File: config.mk
export PLATFORM = sky130hd
export DESIGN_NAME = collect_unit_top
export DESIGN_NICKNAME = d
export VERILOG_FILES = /design/src/hdl/reduce_pkg.sv /design/src/hdl/collect_unit_top.sv /design/src/hdl/lane_combine.sv /design/src/hdl/issue_ctrl.sv /design/src/hdl/lane_select.sv
export SDC_FILE = /design/constraint.sdc
export NUM_CORES = 1
export LEC_CHECK = 0
export CAP_MARGIN = 25
export CORE_AREA = 2 2 223 225
export DETAILED_ROUTE_END_ITERATION = 10
export DIE_AREA = 0 0 225 227
export DONT_BUFFER_PORTS = 1
export PLACE_DENSITY = 0.58
export SKIP_CTS_REPAIR_TIMING = 1
export SYNTH_ARGS = -nofsm -noshare
export SYNTH_HDL_FRONTEND = slang
export SYNTH_HIERARCHICAL = 1
export SYNTH_SLANG_ARGS = --single-unit
File: constraint.sdc
create_clock -name CLK -period 3.2 [get_ports CLK]
set_input_delay 0.16 -clock CLK [delete_from_list [all_inputs] [get_ports CLK]]
set_output_delay 0.16 -clock CLK [all_outputs]
set_load 0.01 [all_outputs]
File: src/hdl/reduce_pkg.sv
package reduce_pkg;

	localparam int OP_W = 2;
	localparam int CONTRIB_W = 2;

	// reduction applied to the two selected operands
	typedef logic [OP_W-1:0] op_t;

	// operands that fed a result, 0 to 2
	typedef logic [CONTRIB_W-1:0] contrib_t;

	localparam op_t OP_ADD    = 2'd0; // unsigned sum
	localparam op_t OP_MAX    = 2'd1; // larger valid operand
	localparam op_t OP_MIN    = 2'd2; // smaller valid operand
	localparam op_t OP_PASS_A = 2'd3; // operand a as is

	localparam contrib_t CONTRIB_NONE = 2'd0;
	localparam contrib_t CONTRIB_ONE  = 2'd1;
	localparam contrib_t CONTRIB_TWO  = 2'd2;

endpackage
File: src/hdl/collect_unit_top.sv
`timescale 1ns/1ps

module collect_unit_top #(
	parameter int DATA_WIDTH = 32,
	parameter int NUM_LANES = 16,  // power of two
	parameter int CREDITS = 4      // downstream buffer depth
)(
	input  logic                            CLK,
	input  logic                            i_arst_n,

	// multiplier lanes
	input  logic [NUM_LANES-1:0]            i_valid,
	input  logic [NUM_LANES*DATA_WIDTH-1:0] i_data_bus,

	// request side, held until accepted
	input  logic                            i_req_valid,
	input  logic [$clog2(NUM_LANES)-1:0]    i_req_sel_a,
	input  logic [$clog2(NUM_LANES)-1:0]    i_req_sel_b,
	input  reduce_pkg::op_t                 i_req_op,
	output logic                            o_req_ready,

	// result side, credit flow control
	output logic                            o_res_valid,
	output logic [DATA_WIDTH:0]             o_res_data,
	output reduce_pkg::contrib_t            o_res_count,
	input  logic                            i_credit_return
);

	logic                  issue;
	logic [NUM_LANES-1:0]  cmd_a;
	logic [NUM_LANES-1:0]  cmd_b;
	reduce_pkg::op_t       op;

	logic                  sel_valid_a;
	logic [DATA_WIDTH-1:0] sel_data_a;
	logic                  sel_valid_b;
	logic [DATA_WIDTH-1:0] sel_data_b;

	issue_ctrl #(
		.NUM_LANES (NUM_LANES),
		.CREDITS   (CREDITS)
	) u_issue (
		.CLK             (CLK),
		.i_arst_n        (i_arst_n),
		.i_req_valid     (i_req_valid),
		.i_req_sel_a     (i_req_sel_a),
		.i_req_sel_b     (i_req_sel_b),
		.i_req_op        (i_req_op),
		.o_req_ready     (o_req_ready),
		.i_credit_return (i_credit_return),
		.o_issue         (issue),
		.o_cmd_a         (cmd_a),
		.o_cmd_b         (cmd_b),
		.o_op            (op)
	);

	// operand a
	lane_select #(
		.DATA_WIDTH (DATA_WIDTH),
		.NUM_LANES  (NUM_LANES)
	) u_sel_a (
		.CLK        (CLK),
		.i_arst_n   (i_arst_n),
		.i_en       (issue),
		.i_cmd      (cmd_a),
		.i_valid    (i_valid),
		.i_data_bus (i_data_bus),
		.o_valid    (sel_valid_a),
		.o_data     (sel_data_a)
	);

	// operand b
	lane_select #(
		.DATA_WIDTH (DATA_WIDTH),
		.NUM_LANES  (NUM_LANES)
	) u_sel_b (
		.CLK        (CLK),
		.i_arst_n   (i_arst_n),
		.i_en       (issue),
		.i_cmd      (cmd_b),
		.i_valid    (i_valid),
		.i_data_bus (i_data_bus),
		.o_valid    (sel_valid_b),
		.o_data     (sel_data_b)
	);

	lane_combine #(
		.DATA_WIDTH (DATA_WIDTH)
	) u_combine (
		.CLK         (CLK),
		.i_arst_n    (i_arst_n),
		.i_issue     (issue),
		.i_op        (op),
		.i_valid_a   (sel_valid_a),
		.i_data_a    (sel_data_a),
		.i_valid_b   (sel_valid_b),
		.i_data_b    (sel_data_b),
		.o_res_valid (o_res_valid),
		.o_res_data  (o_res_data),
		.o_res_count (o_res_count)
	);

endmodule

File: src/hdl/lane_combine.sv
`timescale 1ns/1ps

module lane_combine #(
	parameter int DATA_WIDTH = 32
)(
	input  logic                 CLK,
	input  logic                 i_arst_n,

	input  logic                 i_issue,
	input  reduce_pkg::op_t      i_op,

	input  logic                 i_valid_a,
	input  logic [DATA_WIDTH-1:0] i_data_a,
	input  logic                 i_valid_b,
	input  logic [DATA_WIDTH-1:0] i_data_b,

	output logic                 o_res_valid,
	output logic [DATA_WIDTH:0]  o_res_data,   // one extra bit for the sum carry
	output reduce_pkg::contrib_t o_res_count
);

	logic                  issue_q;
	reduce_pkg::op_t       op_q;
	logic [DATA_WIDTH-1:0] max_val;
	logic [DATA_WIDTH-1:0] min_val;
	reduce_pkg::contrib_t  both_count;
	logic [DATA_WIDTH:0]   res_next;
	reduce_pkg::contrib_t  count_next;

	// same stage as the selector registers
	always_ff @(posedge CLK or negedge i_arst_n)
	begin
		if (!i_arst_n)
		begin
			issue_q <= 1'b0;
		end
		else
		begin
			issue_q <= i_issue;
		end
	end

	always_ff @(posedge CLK)
	begin
		op_q <= i_op;
	end

	// only valid operands take part in max/min
	always_comb
	begin
		max_val = '0;
		min_val = '0;
		if (i_valid_a && i_valid_b)
		begin
			max_val = (i_data_a > i_data_b) ? i_data_a : i_data_b;
			min_val = (i_data_a < i_data_b) ? i_data_a : i_data_b;
		end
		else if (i_valid_a)
		begin
			max_val = i_data_a;
			min_val = i_data_a;
		end
		else if (i_valid_b)
		begin
			max_val = i_data_b;
			min_val = i_data_b;
		end
	end

	always_comb
	begin
		case ({i_valid_a, i_valid_b})
			2'b11:        both_count = reduce_pkg::CONTRIB_TWO;
			2'b10, 2'b01: both_count = reduce_pkg::CONTRIB_ONE;
			default:      both_count = reduce_pkg::CONTRIB_NONE;
		endcase
	end

	always_comb
	begin
		count_next = both_count;
		case (op_q)
			reduce_pkg::OP_ADD:    res_next = {1'b0, i_data_a} + {1'b0, i_data_b};
			reduce_pkg::OP_MAX:    res_next = {1'b0, max_val};
			reduce_pkg::OP_MIN:    res_next = {1'b0, min_val};
			reduce_pkg::OP_PASS_A:
			begin
				res_next = {1'b0, i_data_a};
				count_next = i_valid_a ? reduce_pkg::CONTRIB_ONE : reduce_pkg::CONTRIB_NONE;
			end
			default:               res_next = '0;
		endcase
	end

	always_ff @(posedge CLK or negedge i_arst_n)
	begin
		if (!i_arst_n)
		begin
			o_res_valid <= 1'b0;
		end
		else
		begin
			o_res_valid <= issue_q;
		end
	end

	always_ff @(posedge CLK)
	begin
		if (issue_q)
		begin
			o_res_data <= res_next;
			o_res_count <= count_next;
		end
	end

	// selector outputs must sit in the stage right after an issue
	a_operand_align: assert property (
		@(posedge CLK) disable iff (!i_arst_n)
		(i_valid_a || i_valid_b) |-> issue_q
	) else $error("lane_combine: operand valid outside the issued stage");

endmodule

File: src/hdl/issue_ctrl.sv
`timescale 1ns/1ps

module issue_ctrl #(
	parameter int NUM_LANES = 16,
	parameter int CREDITS = 4
)(
	input  logic                         CLK,
	input  logic                         i_arst_n,

	input  logic                         i_req_valid,
	input  logic [$clog2(NUM_LANES)-1:0] i_req_sel_a,
	input  logic [$clog2(NUM_LANES)-1:0] i_req_sel_b,
	input  reduce_pkg::op_t              i_req_op,
	output logic                         o_req_ready,

	input  logic                         i_credit_return,

	output logic                         o_issue,   // enable for selectors and combiner
	output logic [NUM_LANES-1:0]         o_cmd_a,
	output logic [NUM_LANES-1:0]         o_cmd_b,
	output reduce_pkg::op_t              o_op
);

	localparam int CNT_W = $clog2(CREDITS + 1);

	typedef logic [CNT_W-1:0] credit_t;

	localparam credit_t CNT_FULL = credit_t'(CREDITS);

	credit_t credit_cnt;
	logic    accept;

	// one free slot downstream is enough to take a request
	assign o_req_ready = (credit_cnt != '0);
	assign accept = i_req_valid && o_req_ready;
	assign o_issue = accept;
	assign o_op = i_req_op;

	// index to one-hot, quiet unless a request is taken
	always_comb
	begin
		o_cmd_a = '0;
		o_cmd_b = '0;
		if (accept)
		begin
			o_cmd_a[i_req_sel_a] = 1'b1;
			o_cmd_b[i_req_sel_b] = 1'b1;
		end
	end

	// spend on accept, regain on return
	always_ff @(posedge CLK or negedge i_arst_n)
	begin
		if (!i_arst_n)
		begin
			credit_cnt <= CNT_FULL;
		end
		else
		begin
			case ({accept, i_credit_return})
				2'b10:   credit_cnt <= credit_cnt - 1'b1;
				2'b01:   credit_cnt <= credit_cnt + 1'b1;
				default: credit_cnt <= credit_cnt; // both or neither
			endcase
		end
	end

	a_credit_bound: assert property (
		@(posedge CLK) disable iff (!i_arst_n)
		credit_cnt <= CNT_FULL
	) else $error("issue_ctrl: credit count above %0d", CREDITS);

	// consumer must not hand back more than it was given
	a_no_excess_return: assert property (
		@(posedge CLK) disable iff (!i_arst_n)
		i_credit_return |-> (credit_cnt < CNT_FULL)
	) else $error("issue_ctrl: credit returned while credits full");

endmodule

File: src/hdl/lane_select.sv
`timescale 1ns/1ps

module lane_select #(
	parameter int DATA_WIDTH = 32,
	parameter int NUM_LANES = 16
)(
	input  logic                            CLK,
	input  logic                            i_arst_n,

	input  logic                            i_en,
	input  logic [NUM_LANES-1:0]            i_cmd,     // one-hot lane pick

	input  logic [NUM_LANES-1:0]            i_valid,
	input  logic [NUM_LANES*DATA_WIDTH-1:0] i_data_bus,

	output logic                            o_valid,
	output logic [DATA_WIDTH-1:0]           o_data
);

	logic                  cmd_onehot;
	logic                  hit_valid;
	logic [DATA_WIDTH-1:0] hit_data;
	logic                  next_valid;
	logic [DATA_WIDTH-1:0] next_data;

	// exactly one bit set
	assign cmd_onehot = (i_cmd != '0) && ((i_cmd & (i_cmd - 1'b1)) == '0);

	// and-or mux over all lanes
	always_comb
	begin
		hit_valid = 1'b0;
		hit_data = '0;
		for (int i = 0; i < NUM_LANES; i++)
		begin
			if (i_cmd[i])
			begin
				hit_valid = hit_valid | i_valid[i];
				hit_data = hit_data | i_data_bus[i*DATA_WIDTH +: DATA_WIDTH];
			end
		end
	end

	// invalid lane, bad cmd or idle all read as zero
	assign next_valid = i_en && cmd_onehot && hit_valid;
	assign next_data = next_valid ? hit_data : '0;

	always_ff @(posedge CLK or negedge i_arst_n)
	begin
		if (!i_arst_n)
		begin
			o_valid <= 1'b0;
		end
		else
		begin
			o_valid <= next_valid;
		end
	end

	always_ff @(posedge CLK)
	begin
		o_data <= next_data;
	end

	// commands come from issue_ctrl, decoded from an index
	a_cmd_onehot: assert property (
		@(posedge CLK) disable iff (!i_arst_n)
		i_en |-> $onehot(i_cmd)
	) else $error("lane_select: command not one-hot while enabled");

endmodule

**After elaboration in Yosys (flattened, before gate mapping)**

Cells that the tools add are included.

- Add/subtract/negate cells: 5
- Order comparisons: 6
- Equal/unequal tests: 8
- Multiplexer cells: 81
- Bitwise operators: 62
- Reduce and logical (&&, ||, !) cells: 18

Operators by type and width:

| cell | number |
|---|---|
| 32-bit two-way mux | 38 |
| 32-bit bitwise OR | 30 |
| 33-bit one-hot mux with 4 select lines | 1 |
| 1-bit two-way mux | 35 |
| 32-bit by 32-bit adder with 33-bit output | 1 |
| 16-bit bitwise AND | 2 |
| 32-bit greater-than comparator | 1 |
| 16-bit zero test | 2 |
| 32-bit < comparator | 1 |
| 16-bit two-way mux | 2 |
| 16-bit nonzero test | 2 |
| 16-bit by 1-bit subtractor with 16-bit output (second input constant) | 2 |
| 1-bit bitwise OR | 30 |
| 2-bit equality test (second input constant) | 5 |
| 1-bit logical AND | 10 |
| 4-bit by 5-bit < comparator with 1-bit output (second input constant) | 2 |
| 1-bit demux with 4-bit select | 2 |
| 4-bit by 1-bit >= comparator with 1-bit output (second input constant) | 2 |
| 2-bit by 1-bit equality test with 1-bit output (second input constant) | 3 |
| 3-bit one-hot mux with 2 select lines | 1 |
| 2-bit one-hot mux with 2 select lines | 1 |
| 3-bit by 1-bit adder with 3-bit output (second input constant) | 1 |
| 3-bit nonzero test | 1 |
| 3-bit by 1-bit subtractor with 3-bit output (second input constant) | 1 |
| 4 further kinds | 4 |

- Bits in registers: 108
- Bits of input ports: 542
- Output and inout port bits: 37
- Logic and storage cells: 190

**Longest topological paths before layout**

Gate-level depths: netlist of run 1.

- Word-level depth: 37
- Gate-level depth with buffers: 13
- Depth with buffers taken out: 11

**Cells and area by module**

Netlist of run 1, hierarchy kept.

Modules (own cells, without submodules):

| module | instances | cells an instance | area each (um^2) | seq. area each (um^2) |
|---|---|---|---|---|
| lane_select | 2 | 528 | 4220.3 | 665.6 |
| lane_combine | 1 | 776 | 6110.9 | 1141.1 |
| issue_ctrl | 1 | 65 | 541.8 | 76.3 |

**Worst setup path after synthesis of run 1**

No wires, ideal clock.

- Path kind: reg-to-reg
- From: register u_sel_b.o_data[13]
- To: register u_combine.o_res_data[0], data pin
- Library setup time: 0.265 ns
- Data arrival time: 2.875 ns
- Data required time: 2.935 ns
- Setup slack: 0.060 ns
- Cell stages (with the launch flop): 13
- Buffers on the path: 2
- Period minus slack after synthesis: 3.140 ns
- Cell sequence: dfxtp_1 > inv_1 > ha_1 > buf_2 > nand4_1 > or4_4 > a211o_1 > and4_1 > buf_2 > o21ai_4 > mux2i_1 > a211oi_1 > or3_1

- Cells in the longest elaborated chain, start to end: 4
- Elaborated cells between the ends (all ways): 7
- Classes of those cells: order compare (2); mux (5)

RTL lines:

| item | RTL line | source |
|---|---|---|
| start, declared | lane_select.sv:17 | `output logic [DATA_WIDTH-1:0] o_data` |
| start signal, assigned | lane_select.sv:62 | `o_data <= next_data;` |
| 32-bit < comparator / 32-bit greater-than comparator (equally long branches) | lane_combine.sv:56, lane_combine.sv:55 |  |
| 32-bit two-way mux, on equally long branches | lane_combine.sv:56, lane_combine.sv:55 |  |
| 32-bit two-way mux | lane_combine.sv:53 | `if (i_valid_a && i_valid_b)` |
| 33-bit one-hot mux with 4 select lines (*) | lane_combine.sv:82 | `case (op_q)` |
| named net u_combine.res_next[0] | lane_combine.sv:27 | `logic [DATA_WIDTH:0] res_next;` |
| end signal, assigned | lane_combine.sv:111 | `o_res_data <= res_next;` |
| end, declared | lane_combine.sv:18 | `output logic [DATA_WIDTH:0] o_res_data,` |

The timed path passes the listed nets; every way through them passes the cells marked *.
A chain may end at the register's enable or synchronous reset.

**Final worst setup path of run 1**

- From: register u_sel_b.o_data[29]
- To: register u_combine.o_res_data[2], data pin

Same word-level chain as after synthesis.

==> impl_results.md, run 1 <==
- Setup violators final: 0
- Top_reg_cell synth: dfxtp_1
- Vias in the first global route: between 15,000 and 20,000
- Synth-to-Final Area Change: 21.7%
- Post-synth EDFFs: 35
- RSZ-0062 raised after global routing: true
- CP max FO: 8
- R2r endpoint: u_combine/o_res_data[2]
- Syn Area/Cell: 7.96 um^2
- Reg2reg start: u_sel_b/o_data[29]
- Fin. Hold Viols: 0
- Mapped Area: roughly 15,000 um^2
- Via count: 19,600
- Core area: 48,500 um^2
- Layout fillers: 4,957
- Post-route ant nets: 0
- Die height: ~230 um
- Initial Utilization: 31.1%
- CP arrival: 3360 ps
- Dpl cell area: 17,600 um^2
- CTS tree: done
- Initial antenna violation count: 10
- GRT Total Usage: 40.9%
- Flop-to-flop setup slack: approximately 50 ps
- Final nets: 2,604
- First-pass GRT wire length: 147,000 um
- Worst Tran Pin Value: 683 ps
- Largest cells by area after synthesis: a22oi_1 17%, dfxtp_1 8.8%, a221oi_1 7.0%
- Top-count cell post-synth: a22oi_1
- Final period util: 98.5%
- Type of origin of the critical path: flip-flop
- MaxCap Viol Count: 0
- Routability Congestion: 1.06
- Hold Crit Class: in -> reg
- CTS Root Cell: clkbuf_16
- Maximum clock insertion buffer count: 2
- Ports: 579
- Final setup margin: 48.9 ps
- Clock slew at reported path FFs: approximately 70 ps
- Max rail drop VDD: 0.274 mV
- Worst slack at placement: -195 ps
- Clock Sinks: 108
- Post-synth ARST share: 6.48%
- Crit. End Element: flip-flop
- Top cell type's share of synthesized area: 16.8%
- R2r worst-path depth: 12
- Cts bufs inserted: 9
- Row cnt: 81
- Share of cells above drive strength 1: 24.5%
- Register area share after synthesis: 16.9%
- Worst Path Required: 3410 ps
- Max transition margin: approximately 54%
- GRT Residual Overflow: 0
- DIE WIDTH: 225 um
- Synth cell count leaders: 338 x a22oi_1, 145 x nor2_1, 120 x a221oi_1
- Setup_tns: 0 ps
- Yosys top cell by area: a22oi_1
- Hold_ws: 74.5 ps
- Clk_lat worst skew: ~400 ps
- Fin Clk Skew: 21.0 ps
- Largest net degree at the start of global routing: 37
- Cell Pwr Density: 340 nW/um^2
- Unique masters post-synth: 93
- Routed vias/inst: 7.42
- DRT Pass-1 Iters: 6
- DR iter-0 viols: 3,139
- Routed WL per cell: about 42 um
- Fin crit period: 3150 ps
- Leak Pwr: 0.00650 uW
- Flops & latches, synth: approximately 110
- Util after Layout: 37.8%
- Mapped Nets: ~2,500
- Min-Delay Path Depth: 2
- DRC errors left: 0
- DPL Wire Length: 87,000 um
- Yosys warnings: 6
- Cell count after synthesis: approximately 1,900
- FMAX: 317 MHz
- Hold path start: i_credit_return
- Status: completed
- Hold Crit Endpoint: u_issue/credit_cnt[0]
- Crit Path Category: reg -> reg
- Final Cell Area: 18,400 um^2
- Max Transition Viols Final: 0
- H-tree levels: 3
- Final wirelength: 110,000 um
- I/O Buffers: 0
- Die area: 51,100 um^2
[placed cells by master (no fill, tap or decap), types with 12 or more instances in the layout]
master	synthesis	routed
nand4_1	45	45
a221oi_1	120	120
nor2_4	0	24
a22o_1	100	100
inv_1	67	65
mux2i_1	35	35
buf_4	5	244
a221o_1	12	12
a211o_1	14	14
buf_12	0	28
ha_1	67	58
nand3_1	106	106
nand2b_1	15	14
edfxtp_1	35	35
nor3_4	4	12
xnor2_1	24	24
a211oi_1	19	17
nand2_1	73	73
a22oi_1	338	338
o21ai_0	38	36
diode_2	0	18
dfxtp_1	66	53
o211ai_1	31	31
a21oi_1	69	65
clkbuf_16	0	12
nor4_2	58	57
nor2_1	145	119
nor3_1	18	16
[registers in the layout, summed over array words and instances, names as in the netlist]
| signal | cells |
|---|---|
| u_issue/credit_cnt | 3 |
| u_combine/op_q | 2 |
| u_combine/issue_q | 1 |
| u_sel_a/o_valid | 1 |
| u_sel_b/o_data | 32 |
| u_sel_a/o_data | 32 |
| u_combine/o_res_data | 33 |
| u_combine/o_res_valid | 1 |
| u_combine/o_res_count | 2 |
| u_sel_b/o_valid | 1 |
[critical path, stage by stage (launching register included)]
cell	delay, ps
dfxtp_1	340
inv_1	70
ha_1	320
nand4_2	150
or4_4	530
nor4_4	240
nor2_1	100
a21o_4	270
buf_12	170
buf_4	150
mux2i_1	120
a211o_1	310
o21ai_2	210
[how the worst max path moves through the flow]
| stage | start | end | cells after the start |
|---|---|---|---|
| floorplan | u_sel_b/o_data[13] | u_combine/o_res_data[0] | 12 |
| global placement | u_sel_b/o_data[0] | u_combine/o_res_data[24] | 12 |
| detailed placement | u_sel_b/o_data[0] | u_combine/o_res_data[24] | 12 |
| CTS | u_sel_b/o_data[0] | u_combine/o_res_data[24] | 12 |
| global route | u_sel_b/o_data[0] | u_combine/o_res_data[32] | 12 |
| finish | u_sel_b/o_data[29] | u_combine/o_res_data[2] | 12 |
[kinds of logic (layout without fill, tap and decap cells)]
logic type                 after synthesis  after routing  share of synthesized area (%)
AOI/OAI and AO/OA                      842            842                           43.0
muxes                                   40             40                           2.69
adders and majority gates               71             71                           5.97
and+or+nand+nor                        542            542                           22.0
DFF                                    108            108                           16.9
buffers and inverters                  265            365                           7.70
xor gates and xnor gates                29             29                           1.68
other                                    0             18                              0
[stage by stage]
stage               total power (uW)  instances
finish                          6250       2637
global route                    6430       2628
CTS                             5770       2605
detailed placement              4620       2590
global placement                4590       2590
floorplan                       3410       1897
[power breakdown]
part	switching (uW)	internal [uW]
sequential	132	1570
combinational	1980	1420
clock	573	576
[final cells by class]
class                   instances  area, um^2  area share (%)
diodes                         18        45.0           0.245
clock buffers                  11         254            1.38
clock inverters                 4        28.8           0.157
inverters                      69         259            1.41
multi-input cells            1524       11900            64.8
flip-flops and latches        108        2570            14.0
well taps                     622         778            4.24
repair buffers                281        2520            13.7
[per-layer routing]
| metal | routed length, um | global-route usage [%] | up-vias | share of wire [%] |
|---|---|---|---|---|
| li1 | - | - | 7948 | - |
| met1 | 41700 | 51.4 | 9493 | 38 |
| met2 | 44500 | 59.2 | 1687 | 41 |
| met3 | 15200 | 15.6 | 439 | 14 |
| met4 | 8260 | 23.9 | 4 | 7.5 |
| met5 | 23 | 0 | - | 0.021 |
(Power assumes the default switching activity.)
==> inputs of run 2 (changes only) <==
--- a/config.mk
+++ b/config.mk
@@ -6,12 +6,13 @@
 export NUM_CORES = 1
 export LEC_CHECK = 0
 export CAP_MARGIN = 25
-export CORE_AREA = 2 2 223 225
+export CORE_AREA = 2 2 224 226
 export DETAILED_ROUTE_END_ITERATION = 10
-export DIE_AREA = 0 0 225 227
+export DIE_AREA = 0 0 226 228
 export DONT_BUFFER_PORTS = 1
 export PLACE_DENSITY = 0.58
 export SKIP_CTS_REPAIR_TIMING = 1
+export SLEW_MARGIN = 20
 export SYNTH_ARGS = -nofsm -noshare
 export SYNTH_HDL_FRONTEND = slang
 export SYNTH_HIERARCHICAL = 1
==> run 2 against run 1 <==
Compared with the run above:
- the run now ends with negative setup slack left
- sequential share of layout area fell by 0.21 points
- via count decreased by 0.34%
- hold slack got worse by 6.9 ps
- cell area up 1.9%
==> impl_results.md, run 2 (same netlist as run 1, synthesis figures left out) <==
- Status: complete, but fails checks
- Failing checks: negative setup slack
- Hold path start: i_credit_return
- Final nets: 2,625
- Most flop-heavy register: u_combine/o_res_data
- Cell Pwr Density: ~340 nW/um^2
- MaxCap Viol Count: 0
- Worst path most repeated cell: buf_12
- Reg2reg start: u_issue/credit_cnt[2]
- First-pass GRT wire length: 151,000 um
- Initial Utilization: 30.6%
- Max transition margin: around 57%
- GRT Residual Overflow: 0
- Type of origin of the critical path: flip-flop
- Final period util: 101%
- Row cnt: 82
- DR iter-0 viols: 2,698
- Routability Congestion: 1.07
- Layout fillers: ~5,100
- Worst Path Required: 3420 ps
- Routed vias/inst: 7.19
- Worst Tran Pin Value: approximately 640 ps
- DPL Wire Length: approximately 90,000 um
- I/O Buffers: 0
- Cts bufs inserted: 9
- Worst Setup SP: u_issue/credit_cnt[2]
- Max Transition Viols Final: 0
- GRT Total Usage: 41.5%
- Post-Place Cells: 2,652
- CTS Root Cell: clkbuf_16
- FMAX: between 300 and 400 MHz
- H-tree levels: 3
- Die area: 51,500 um^2
- Slowest cell on crit path: dfstp_2
- Ports: 579
- CP max FO: 33
- Initial antenna violation count: 14
- Vias in the first global route: 18,300
- Setup_tns: -52.9 ps
- Fin Clk Skew: 15.9 ps
- Final setup margin: -30.2 ps
- Most frequent cells in the layout: 338 x a22oi_1, 271 x buf_4, 119 x a221oi_1
- Hold Crit Class: in -> reg
- Max rail drop VDD: 0.322 mV
- RSZ-0062 raised after global routing: true
- Die height: 228 um
- Leak Pwr: approximately 0.0066 uW
- Fin crit period: 3230 ps
- Routed WL per cell: just over 40 um
- Util after Layout: 37.9%
- Clk_lat worst skew: 390 ps
- DRC errors left: 0
- Clock Sinks: 108
- Core area: 49,300 um^2
- Share of cells above drive strength 1: 27.1%
- Setup violators final: 3
- Non-Filler Instances: between 2,000 and 3,000
- Synth-to-Final Area Change: 23.9%
- Commonest non-fill, non-tap cell in the layout: a22oi_1
- Max FFs per register: 33
- Maximum clock insertion buffer count: 2
- Cell Chain, Critical Path: o31a_1, buf_12, nand3_4, nor3_4, buf_4, a221oi_1, nand4_1, o211ai_1, buf_12, nor4_2
- DIE WIDTH: approximately 230 um
- CTS tree: done
- Crit Path Category: reg -> reg
- Crit. End Element: flip-flop
- DRT Pass-1 Iters: 7
- Largest net degree at the start of global routing: 37
- Post-route ant nets: 0
- CP arrival: 3450 ps
- Final wirelength: approximately 110,000 um
- Fin. Hold Viols: 0
- Clock slew at reported path FFs: ~70 ps
- Critical Path Max Stage Delay: 570 ps
- Via count: 19,500
- Largest regs: u_combine/o_res_data x33, u_sel_a/o_data x32, u_sel_b/o_data x32
==> run 2: path summary, 6_finish.rpt <==
check | end | slack [ps] | cells past startpoint
min in group asynchronous | u_issue/credit_cnt[0] | 190 | 1
max in group asynchronous | u_issue/credit_cnt[2] | 2650 | 1
min | u_issue/credit_cnt[0] | 70 | 2
max | u_sel_b/o_data[5] | -30 | 10
min reg2reg | u_issue/credit_cnt[2] | 560 | 1
max reg2reg | u_sel_b/o_data[5] | -30 | 10
==> run 2: per-stage QoR <==
step / total power, uW / setup WS, ps / hold WS, ps / cell area (um^2)
2_1_floorplan: 3410 / 59.5 / -136 / 15100
3_3_place_gp: 4680 / -188 / -135 / 17700
6_report: 6380 / -30.2 / 67.5 / 18700
5_1_grt: 6570 / -68.8 / 102 / 18700
4_1_cts: 5930 / -255 / -549 / 18000
3_5_place_dp: 4690 / -248 / -135 / 17700
==> run 2: final cells by class <==
| class | instances | area (um^2) | share of cell area (%) |
|---|---|---|---|
| well taps | 672 | 841 | 4.49 |
| multi-input cells | 1524 | 12000 | 64.4 |
| repair buffers | 302 | 2600 | 13.9 |
| diodes | 20 | 50.0 | 0.268 |
| clock buffers | 10 | 250 | 1.34 |
| clock inverters | 6 | 73.8 | 0.395 |
| flip-flops and latches | 108 | 2580 | 13.8 |
| inverters | 69 | 259 | 1.38 |
==> run 2: critical path: cells and delay by family, from the launching register on <==
kind / cells / cell delay [ps]
buffers and inverters: 3 / 680
flip-flops: 1 / 570
AND/OR/NAND/NOR: 4 / 1270
AO/OA/AOI/OAI: 3 / 490
==> run 2: per-layer routing <==
layer / vias to the layer above / GRT usage [%] / share of wire, %
met2: 1608 / 62.3 / 43
met4: 2 / 22.0 / 6.7
met5: - / 0 / 0.012
met1: 9541 / 51.5 / 38
li1: 7979 / - / -
met3: 375 / 15.2 / 13
==> run 2: power by group <==
group | switching [uW] | internal [uW]
combinational | 1990 | 1440
clock | 583 | 666
sequential | 131 | 1570
